===== src/include/upcfg_cfg.svh =====
`ifndef UPCFG_CFG_SVH
`define UPCFG_CFG_SVH

// ~~~~~~~~~~~~~~~~~~~~~~~~~~~~~~~~~~~~~~~~~~~~~~~~~~~~~~~~~~~~~~~~~~~~~~~~~~~~
// link capability and LTSSM encoding
// ~~~~~~~~~~~~~~~~~~~~~~~~~~~~~~~~~~~~~~~~~~~~~~~~~~~~~~~~~~~~~~~~~~~~~~~~~~~~

`define UPCFG_CAP_LINK_WIDTH 4'd8   // widest link the port can train to.
`define UPCFG_LTSSM_CFG_IDLE 6'h20  // Configuration.Idle.

// ~~~~~~~~~~~~~~~~~~~~~~~~~~~~~~~~~~~~~~~~~~~~~~~~~~~~~~~~~~~~~~~~~~~~~~~~~~~~
// filter window lengths, last counter value of the window
// ~~~~~~~~~~~~~~~~~~~~~~~~~~~~~~~~~~~~~~~~~~~~~~~~~~~~~~~~~~~~~~~~~~~~~~~~~~~~

// set to 1 for the short fast-train window.
`define UPCFG_FAST_TRAIN 1'b0

`define UPCFG_WIN_FAST 16'd225
`define UPCFG_WIN_GEN1 16'd400      // 2.5 GT/s.
`define UPCFG_WIN_GEN2 16'd800      // 5.0 GT/s.

`endif


===== src/hw/upcfg_pkg.sv =====
package upcfg_pkg;

  // ~~~~~~~~~~~~~~~~~~~~~~~~~~~~~~~~~~~~~~~~~~~~~~~~~~~~~~~~~~~~~~~~~~~~~~~~~~
  // side-band vectors
  // ~~~~~~~~~~~~~~~~~~~~~~~~~~~~~~~~~~~~~~~~~~~~~~~~~~~~~~~~~~~~~~~~~~~~~~~~~~

  typedef logic [5:0]  ltssm_t;       // LTSSM state code.
  typedef logic [3:0]  link_width_t;  // negotiated lane count.
  typedef logic [1:0]  dir_change_t;  // directed link change request.
  typedef logic [15:0] win_count_t;   // filter window counter.

  // one lane-0 PIPE receive word, two symbols.
  typedef struct packed {
    logic [15:0] data;
    logic [1:0]  char_isk;
  } rx_word_t;

  // per-byte symbol classes of one word.
  typedef struct packed {
    logic com0;
    logic pad0;
    logic com1;
    logic pad1;
  } sym_class_t;

  typedef enum logic [1:0] {
    WIN_IDLE   = 2'd0,  // armed, waiting for a trigger.
    WIN_FILTER = 2'd1,  // window open, lane 0 is blanked.
    WIN_SPENT  = 2'd2   // used up for this Configuration.Idle visit.
  } win_state_t;

endpackage


===== src/hw/rx_symbol_classify.sv =====
`timescale 1ns/1ps

module rx_symbol_classify (
  input  logic                  pipe_clk,
  input  logic                  rst_n,
  input  upcfg_pkg::rx_word_t   rx_in,
  output upcfg_pkg::rx_word_t   rx_q,
  output upcfg_pkg::sym_class_t cls_q
);

  localparam logic [7:0] k28_5 = 8'hBC;  // COM.
  localparam logic [7:0] k23_7 = 8'hF7;  // PAD.

  upcfg_pkg::sym_class_t cls;

  // a control symbol only counts when its K bit is set.
  function automatic logic is_k_code(
    input logic [7:0] sym,
    input logic       isk,
    input logic [7:0] code
  );
    return isk && (sym == code);
  endfunction

  always_comb begin
    cls.com0 = is_k_code(rx_in.data[7:0],  rx_in.char_isk[0], k28_5);
    cls.pad0 = is_k_code(rx_in.data[7:0],  rx_in.char_isk[0], k23_7);
    cls.com1 = is_k_code(rx_in.data[15:8], rx_in.char_isk[1], k28_5);
    cls.pad1 = is_k_code(rx_in.data[15:8], rx_in.char_isk[1], k23_7);
  end

  // word and classes stay aligned in the same register stage.
  always_ff @(posedge pipe_clk) begin
    if (!rst_n) begin
      rx_q  <= '0;
      cls_q <= '0;
    end else begin
      rx_q  <= rx_in;
      cls_q <= cls;
    end
  end

endmodule


===== src/hw/com_pad_detect.sv =====
`timescale 1ns/1ps

module com_pad_detect (
  input  logic                  pipe_clk,
  input  logic                  rst_n,
  input  upcfg_pkg::rx_word_t   rx_d,
  input  upcfg_pkg::sym_class_t cls_d,
  output upcfg_pkg::rx_word_t   rx_q,
  output logic                  seq_hit
);

  upcfg_pkg::sym_class_t prev_cls;  // classes of the word before cls_d.
  logic                  hit_a;
  logic                  hit_b;

  // ~~~~~~~~~~~~~~~~~~~~~~~~~~~~~~~~~~~~~~~~~~~~~~~~~~~~~~~~~~~~~~~~~~~~~~~~~~
  // COM, PAD, PAD across two consecutive words
  // ~~~~~~~~~~~~~~~~~~~~~~~~~~~~~~~~~~~~~~~~~~~~~~~~~~~~~~~~~~~~~~~~~~~~~~~~~~

  // COM in the upper byte, both PADs in the next word.
  assign hit_a = prev_cls.com1 && cls_d.pad0 && cls_d.pad1;

  // COM, PAD in one word, second PAD in the low byte of the next.
  assign hit_b = prev_cls.com0 && prev_cls.pad1 && cls_d.pad0;

  always_ff @(posedge pipe_clk) begin
    if (!rst_n) begin
      prev_cls <= '0;
      seq_hit  <= 1'b0;
    end else begin
      prev_cls <= cls_d;
      seq_hit  <= hit_a || hit_b;  // one-cycle strobe per sequence.
    end
  end

  // the word moves with seq_hit so stage 3 sees both together.
  always_ff @(posedge pipe_clk) begin
    if (!rst_n) begin
      rx_q <= '0;
    end else begin
      rx_q <= rx_d;
    end
  end

endmodule


===== src/hw/tsx_filter_window.sv =====
`timescale 1ns/1ps
`include "upcfg_cfg.svh"

module tsx_filter_window (
  input  logic                   pipe_clk,
  input  logic                   rst_n,
  input  logic                   phy_lnkup_n,
  input  upcfg_pkg::ltssm_t      ltssm_state,
  input  upcfg_pkg::link_width_t negotiated_width,
  input  upcfg_pkg::dir_change_t directed_change,
  input  logic                   sel_lnk_rate,
  input  logic                   seq_hit,
  input  upcfg_pkg::rx_word_t    rx_d,
  output upcfg_pkg::rx_word_t    rx_q,
  output logic                   filter_active
);

  localparam upcfg_pkg::link_width_t cap_width   = `UPCFG_CAP_LINK_WIDTH;
  localparam upcfg_pkg::ltssm_t      cfg_idle    = `UPCFG_LTSSM_CFG_IDLE;
  localparam logic                   fast_train  = `UPCFG_FAST_TRAIN;
  localparam upcfg_pkg::win_count_t  win_fast    = `UPCFG_WIN_FAST;
  localparam upcfg_pkg::win_count_t  win_gen1    = `UPCFG_WIN_GEN1;
  localparam upcfg_pkg::win_count_t  win_gen2    = `UPCFG_WIN_GEN2;

  upcfg_pkg::win_state_t state;
  upcfg_pkg::win_count_t win_count;
  upcfg_pkg::win_count_t win_limit;
  logic                  in_cfg_idle;
  logic                  trigger;

  assign in_cfg_idle = (ltssm_state == cfg_idle);

  // rate select may change mid-window, so the limit follows it each cycle.
  assign win_limit = fast_train ? win_fast : (sel_lnk_rate ? win_gen2 : win_gen1);

  assign trigger = seq_hit
                && !phy_lnkup_n
                && in_cfg_idle
                && (negotiated_width != cap_width)  // only a narrowed link can up-configure.
                && (directed_change == 2'b00)
                && (state == upcfg_pkg::WIN_IDLE);

  // ~~~~~~~~~~~~~~~~~~~~~~~~~~~~~~~~~~~~~~~~~~~~~~~~~~~~~~~~~~~~~~~~~~~~~~~~~~
  // window state machine
  // ~~~~~~~~~~~~~~~~~~~~~~~~~~~~~~~~~~~~~~~~~~~~~~~~~~~~~~~~~~~~~~~~~~~~~~~~~~

  always_ff @(posedge pipe_clk) begin
    if (!rst_n || phy_lnkup_n) begin
      state     <= upcfg_pkg::WIN_IDLE;  // link loss disarms everything.
      win_count <= '0;
    end else begin
      case (state)
        upcfg_pkg::WIN_IDLE: begin
          if (trigger) begin
            state     <= upcfg_pkg::WIN_FILTER;
            win_count <= '0;
          end
        end
        upcfg_pkg::WIN_FILTER: begin
          if (win_count < win_limit) begin
            win_count <= win_count + 16'd1;
          end else begin
            win_count <= '0;
            // stay spent until the LTSSM leaves Configuration.Idle.
            state     <= in_cfg_idle ? upcfg_pkg::WIN_SPENT : upcfg_pkg::WIN_IDLE;
          end
        end
        upcfg_pkg::WIN_SPENT: begin
          if (!in_cfg_idle) begin
            state <= upcfg_pkg::WIN_IDLE;
          end
        end
        default: begin
          state     <= upcfg_pkg::WIN_IDLE;
          win_count <= '0;
        end
      endcase
    end
  end

  assign filter_active = (state == upcfg_pkg::WIN_FILTER);

  always_ff @(posedge pipe_clk) begin
    if (!rst_n) begin
      rx_q <= '0;
    end else begin
      rx_q <= rx_d;  // lines the word up with filter_active.
    end
  end

endmodule


===== src/hw/rx_pipe_gate.sv =====
`timescale 1ns/1ps

module rx_pipe_gate (
  input  logic                pipe_clk,
  input  logic                rst_n,
  input  upcfg_pkg::rx_word_t rx_d,
  input  logic                filter_active,
  output upcfg_pkg::rx_word_t rx_out
);

  upcfg_pkg::rx_word_t gated;

  // data and K flags are both blanked, so the core sees a plain zero word.
  always_comb begin
    if (filter_active) begin
      gated = '0;
    end else begin
      gated = rx_d;
    end
  end

  always_ff @(posedge pipe_clk) begin
    if (!rst_n) begin
      rx_out <= '0;
    end else begin
      rx_out <= gated;
    end
  end

endmodule


===== src/hw/upcfg_filter_top.sv =====
`timescale 1ns/1ps

module upcfg_filter_top (
  input  logic                   pipe_clk,
  input  logic                   rst_n,
  input  logic                   phy_lnkup_n,
  input  upcfg_pkg::ltssm_t      ltssm_state,
  input  upcfg_pkg::link_width_t negotiated_width,
  input  upcfg_pkg::dir_change_t directed_change,
  input  logic                   sel_lnk_rate,
  input  upcfg_pkg::rx_word_t    rx_in,
  output upcfg_pkg::rx_word_t    rx_out,
  output logic                   filter_pipe
);

  upcfg_pkg::rx_word_t   rx_s1;
  upcfg_pkg::sym_class_t cls_s1;
  upcfg_pkg::rx_word_t   rx_s2;
  logic                  seq_hit;
  upcfg_pkg::rx_word_t   rx_s3;

  // ~~~~~~~~~~~~~~~~~~~~~~~~~~~~~~~~~~~~~~~~~~~~~~~~~~~~~~~~~~~~~~~~~~~~~~~~~~
  // four-stage receive pipeline, one word per pipe_clk
  // ~~~~~~~~~~~~~~~~~~~~~~~~~~~~~~~~~~~~~~~~~~~~~~~~~~~~~~~~~~~~~~~~~~~~~~~~~~

  rx_symbol_classify u_classify (
    .pipe_clk (pipe_clk),
    .rst_n    (rst_n),
    .rx_in    (rx_in),
    .rx_q     (rx_s1),
    .cls_q    (cls_s1)
  );

  com_pad_detect u_detect (
    .pipe_clk (pipe_clk),
    .rst_n    (rst_n),
    .rx_d     (rx_s1),
    .cls_d    (cls_s1),
    .rx_q     (rx_s2),
    .seq_hit  (seq_hit)
  );

  tsx_filter_window u_window (
    .pipe_clk         (pipe_clk),
    .rst_n            (rst_n),
    .phy_lnkup_n      (phy_lnkup_n),
    .ltssm_state      (ltssm_state),
    .negotiated_width (negotiated_width),
    .directed_change  (directed_change),
    .sel_lnk_rate     (sel_lnk_rate),
    .seq_hit          (seq_hit),
    .rx_d             (rx_s2),
    .rx_q             (rx_s3),
    .filter_active    (filter_pipe)  // leads the gated word by one cycle.
  );

  rx_pipe_gate u_gate (
    .pipe_clk      (pipe_clk),
    .rst_n         (rst_n),
    .rx_d          (rx_s3),
    .filter_active (filter_pipe),
    .rx_out        (rx_out)
  );

endmodule


===== config.mk =====
export PLATFORM = sky130hd
export DESIGN_NAME = upcfg_filter_top
export DESIGN_NICKNAME = d
export VERILOG_FILES = /design/src/hw/upcfg_pkg.sv /design/src/hw/rx_symbol_classify.sv /design/src/hw/com_pad_detect.sv /design/src/hw/tsx_filter_window.sv /design/src/hw/rx_pipe_gate.sv /design/src/hw/upcfg_filter_top.sv
export VERILOG_INCLUDE_DIRS = /design/src /design/src/include
export SDC_FILE = /design/constraint.sdc
export NUM_CORES = 1
export LEC_CHECK = 0
export BUFFER_PORTS_ARGS = -buffer_cell sky130_fd_sc_hd__buf_4
export CORE_AREA = 2 2 80 82
export CTS_CLUSTER_DIAMETER = 60
export DETAILED_ROUTE_END_ITERATION = 16
export DIE_AREA = 0 0 82 84
export PLACE_DENSITY = 0.75
export SYNTH_ARGS = -nofsm -noshare
export SYNTH_HDL_FRONTEND = slang
export SYNTH_SLANG_ARGS = --single-unit

===== constraint.sdc =====
create_clock -name pipe_clk -period 1.8 [get_ports pipe_clk]
set_input_delay 0 -clock pipe_clk [delete_from_list [all_inputs] [get_ports pipe_clk]]
set_output_delay 0 -clock pipe_clk [all_outputs]
set_load 0.1 [all_outputs]

* Word level (Yosys, flattened, before mapping)
Index checks and enable logic that the tools add are counted.
** Word-level totals
- Word-level logic and storage cells :: 64
- RAM bits :: 0
- Memories kept :: 0
- Bits in latches :: 0
- Output and inout port bits :: 19
- ROM bits :: 0
- Register bits after elaboration :: 98
- Bits of input ports :: 34
** Cells by class
- Shift-type cells :: 0
- $add $sub $neg :: 1
- Reductions and logical operators :: 22
- Divide/modulo/power cells :: 0
- Multipliers :: 0
- Equality and inequality tests :: 11
- Mux-type cells :: 9
- Bitwise operators :: 2
- $lt $le $gt $ge :: 1
** Operators by type and width (count)
- 16-bit one-hot mux with 3 select lines :: 1
- 8-bit == test, second input constant :: 4
- 16-bit 2-to-1 mux :: 2
- 16-bit by 1-bit adder with 16-bit output, second input constant :: 1
- 16-bit less-than comparator :: 1
- 1-bit logical AND :: 13
- 10-bit 2-to-1 mux :: 1
- 2-bit 2-to-1 mux :: 4
- 6-bit == test, second input constant :: 1
- 2-bit one-hot mux with 3 select lines :: 1
- 2-bit logical NOT :: 2
- 2-bit != test, second input constant :: 2
- 4-bit != test, second input constant :: 1
- 3-bit AND reduction :: 1
- 2-bit by 1-bit == test with 1-bit output, second input constant :: 1
- 2-bit == test, second input constant :: 1
- 1-bit logical NOT :: 2
- 1-bit logical OR :: 2
- 2-bit by 1-bit != test with 1-bit output, second input constant :: 1
- 1-bit NOT :: 2
- 2-bit AND reduction :: 1
- 2-bit OR reduction :: 1

* Logic depth before layout (Yosys ltp)
- Word-level depth :: 8
- Mapped depth :: 7
- Gate-level depth less buffers :: 7

* By module
A second synthesis with hierarchy kept.
** Second synthesis, totals
- Cells, all modules :: 282
- Area, all modules :: 3213.1 um2
** By module, submodules not included
- tsx_filter_window :: seq. area each 720.7 um2, times used 1, area each 1422.6 um2, cells each 143
- rx_symbol_classify :: seq. area each 440.4 um2, times used 1, area each 640.6 um2, cells each 53
- com_pad_detect :: seq. area each 440.4 um2, times used 1, area each 599.3 um2, cells each 48
- rx_pipe_gate :: seq. area each 360.3 um2, times used 1, area each 550.5 um2, cells each 38

* Worst setup path after synthesis
Ideal clock, no wire load.
- Kind :: reg2reg
- Start :: register u_window.state[0]
- End :: register u_window.win_count[3]
- Library setup time :: 0.091 ns
- Slack :: -1.146 ns
- Stages on the path, launching flop included :: 5
- Path buffers :: 0
- Data required time :: 1.709 ns
- Data arrival time :: 2.855 ns
- Cells stage by stage :: dfxtp_1 > nor2b_1 > nand3_1 > or3_1 > a311oi_1
** Between the ends
- Elaborated cells between the ends (all ways) :: 8
- Classes of those cells :: eq/ne (3); mux (1); bitwise (1); reduce/logical (3)
** RTL lines
- start, declared :: RTL line tsx_filter_window.sv:25 : upcfg_pkg::win_state_t state;
- start signal, assigned :: RTL line tsx_filter_window.sv:49 : state <= upcfg_pkg::WIN_IDLE;
- start signal, assigned :: RTL line tsx_filter_window.sv:55 : state <= upcfg_pkg::WIN_FILTER;
- start signal, assigned :: RTL line tsx_filter_window.sv:65 : state <= in_cfg_idle ? upcfg_pkg::WIN_SPENT : upcfg_pkg::WIN_IDLE;
- 2-bit by 1-bit == test with 1-bit output
- net filter_pipe :: RTL line upcfg_filter_top.sv:13 : output logic filter_pipe
- 16-bit one-hot mux with 3 select lines :: RTL line tsx_filter_window.sv:52 : case (state)
- end signal, assigned :: RTL line tsx_filter_window.sv:61 : win_count <= win_count + 16'd1;
- end, declared :: RTL line tsx_filter_window.sv:26 : upcfg_pkg::win_count_t win_count;
The timed path passes the listed nets, and every way through them passes these cells.
A chain may end at the register's enable or synchronous reset.

* Worst setup path after layout
- Start :: register u_window.win_count[9]
- End :: register u_window.win_count[7]
** Between the ends
- Cells in the longest elaborated chain, start to end :: 3
** Ends and longest elaborated chain
- 16-bit less-than comparator :: RTL line tsx_filter_window.sv:60 : if (win_count < win_limit) begin
- 16-bit 2-to-1 mux :: RTL line tsx_filter_window.sv:60
- 16-bit one-hot mux with 3 select lines :: RTL line tsx_filter_window.sv:52
No other way between the ends.

==> results.json <==
{
  "synth_ff_type": "dfxtp_1",
  "worst_slew_pin_slew_ps": 941,
  "tns_ps": 0,
  "fin_crit_sh_pct": 97.7,
  "start_util_pct": 51.9,
  "clock.fmax_mhz": 569,
  "cp_max_fo": 8,
  "routabilityCongestion": 0.774,
  "cp_cell_sequence": "ha_1 -> nand4bb_1 -> a211oi_2 -> nor2_4 -> o21ai_4 -> nor2_1",
  "relSlewSlack_pct": 37.1,
  "core.rowCount": 29,
  "max_stage_delay_ps": 450,
  "cp-end-kind": "register",
  "drt-total-wl_um": 5570,
  "syn_area_um2": 3160,
  "max_cap_viol_count": 0,
  "ys_warn_count": 0,
  "clk_pin_slew_worst_paths_ps": 90,
  "fin_ws_ps": 42.3,
  "pin_count": 53,
  "cts_tree": "yes",
  "leakagePower_uw": 0.00172,
  "slew_viol_final": 0,
  "dp_slack_ps": 19.8,
  "r2r_setup_slack_ps": 40,
  "syn_inst": 281,
  "skew_ps": 7.78,
  "finalHoldViolCount": 0,
  "cts_buffers": 9,
  "hold_path.class": "primary input to register",
  "finalSetupViolCount": 0,
  "synthArstFlopShare_pct": 0,
  "synth_top_area_cell": "dfxtp_1",
  "grt_max_degree": 59,
  "via_count": 2185,
  "nets": 406,
  "cts_htree_levels": 3,
  "area_delta_synth_final_pct": 30.5,
  "ir_worst_vdd_v": 0.000533,
  "diodes": 0,
  "coreArea_um2": 6100,
  "rsz0062_at_grt": "true",
  "grt_pass1_vias": 1996,
  "drt_first_pass_iters": 4,
  "numPortBuffers": 52,
  "dieHeight_um": 84,
  "clockBufferDepth": 2,
  "critPathKind": "register to register",
  "grt_pass1_wl_um": 9070,
  "grt_use_total_pct": 17.1,
  "cp_slowest_cell": "a211oi_2",
  "synth_top_area_share_pct": 62.0,
  "whs_ps": 61.7,
  "arrival_ps": 1980,
  "post_drt_wl_per_cell_um": 12.4,
  "drc": 0,
  "fillers": 472,
  "p_per_area_nw_per_um2": 902,
  "fin_crit_ps": 1760,
  "root_buffer": "clkbuf_8",
  "dp_hpwl_um": 3430,
  "fin_util_pct": 67.7,
  "cts_sinks": 98,
  "status": "complete, no violations",
  "antenna_found_initial": 0,
  "drtIter0Drc": 67,
  "crit_required_ps": 2020,
  "die_x_um": 82,
  "layout-drive-gt1-share_pct": 25.3,
  "synth_area_per_cell_um2": 11.3,
  "clkLatencyLatePin_ps": 340,
  "yosys-top-cells-count": "dfxtp_1 (98), and2_1 (75), nor2_1 (19)",
  "cp-start-kind": "register",
  "syn_nets": 319,
  "grt_overflow": 0,
  "die-area_um2": 6890,
  "p_total_uw": 3720,
  "viasPerCell": 4.87,
  "post-synth-top-count-cell": "dfxtp_1",
  "ys_types": 36,
  "synth_edf_count": 0,
  "ys_seq_elements": 98,
  "synth_seq_area_share_pct": 62.0,
  "ant_nets": 0,
  "yosys-top-cells-area": "dfxtp_1 (62%), and2_1 (15%), nor2_1 (2.3%)"
}
==> timing repair <==
action	in CTS	in global routing
setup endpoints to repair	1	14
pin swaps	0	4
hold endpoints to repair	23	0
setup buffers	0	4
resized for setup	1	8
hold buffers	22	0
==> power by group <==
part	switching [µW]	total, µW	internal [µW]
Sequential	10.4	2230	2220
Combinational	126	247	121
Clock	732	1240	512
==> logic make-up (layout without fill, tap and decap cells) <==
logic type	after synthesis	in the layout	synth area share [%]
simple gates	144	144	28.8
flops	98	98	62.0
compound gates	19	19	4.51
buf+inv	10	101	1.42
xor+xnor	6	6	1.66
fa+ha+maj	4	4	1.58
==> per-stage QoR <==
| stage | instances | cell area, µm² |
|---|---|---|
| 2_1_floorplan | 281 | 3180 |
| 3_5_place_dp | 408 | 3670 |
| 3_3_place_gp | 408 | 3670 |
| 6_report | 449 | 4130 |
| 4_1_cts | 445 | 4070 |
| 5_1_grt | 449 | 4130 |
==> cell usage in the layout, fill, tap and decap left out, types with 4 or more instances in the layout <==
master	synthesis	routed
nand2b_1	4	4
clkbuf_8	0	9
and2_1	75	75
nand4b_1	4	4
ha_1	4	4
nor2_1	19	19
dlygate4sd3_1	0	22
inv_6	0	4
nand2_1	6	6
buf_4	0	62
nand4_1	4	4
a21oi_1	6	6
nor3_1	7	5
dfxtp_1	98	95
xnor2_1	5	5
==> flip-flops by register name, summed over array words and instances, names as in the netlist <==
| register | flops |
|---|---|
| u_classify.rx_q | 18 |
| u_detect.rx_q | 18 |
| u_gate.rx_out | 18 |
| u_window.rx_q | 18 |
| u_window.win_count | 16 |
| u_classify.cls_q | 4 |
| u_detect.prev_cls | 3 |
| u_window.state | 2 |
| u_detect.seq_hit | 1 |
==> metal layers <==
metal / GRT usage, % / routed length [µm] / vias to the layer above
met5: 0 / 0 / -
met4: 6.06 / 88 / 0
met3: 5.41 / 244 / 8
met2: 27.1 / 2730 / 58
met1: 21.7 / 2500 / 1012
li1: - / - / 1107
==> cell type report <==
cell class	count	area, µm²	share of cell area [%]
multi-input cells	173	1200	29.0
repair buffers	84	686	16.6
clock inverters	6	47.5	1.15
inverters	2	7.51	0.182
flip-flops and latches	98	1970	47.7
well taps	77	96.3	2.34
clock buffers	9	124	3.00
==> path summary, 6_finish.rpt <==
kind	startpoint	end	cells past startpoint
max	u_window.win_count[9]	u_window.win_count[7]	6
min	phy_lnkup_n	u_window.win_count[5]	4
min reg2reg	u_window.rx_q[7]	u_gate.rx_out[7]	1
max reg2reg	u_window.win_count[9]	u_window.win_count[7]	6
==> critical path: cells and delay by family (launching register included) <==
family / cells / cell delay, ps
simple gates: 3 / 330
compound gates: 2 / 700
flops: 1 / 330
fa+ha+maj: 1 / 280
No activity file was read; power rests on OpenSTA's default activity.
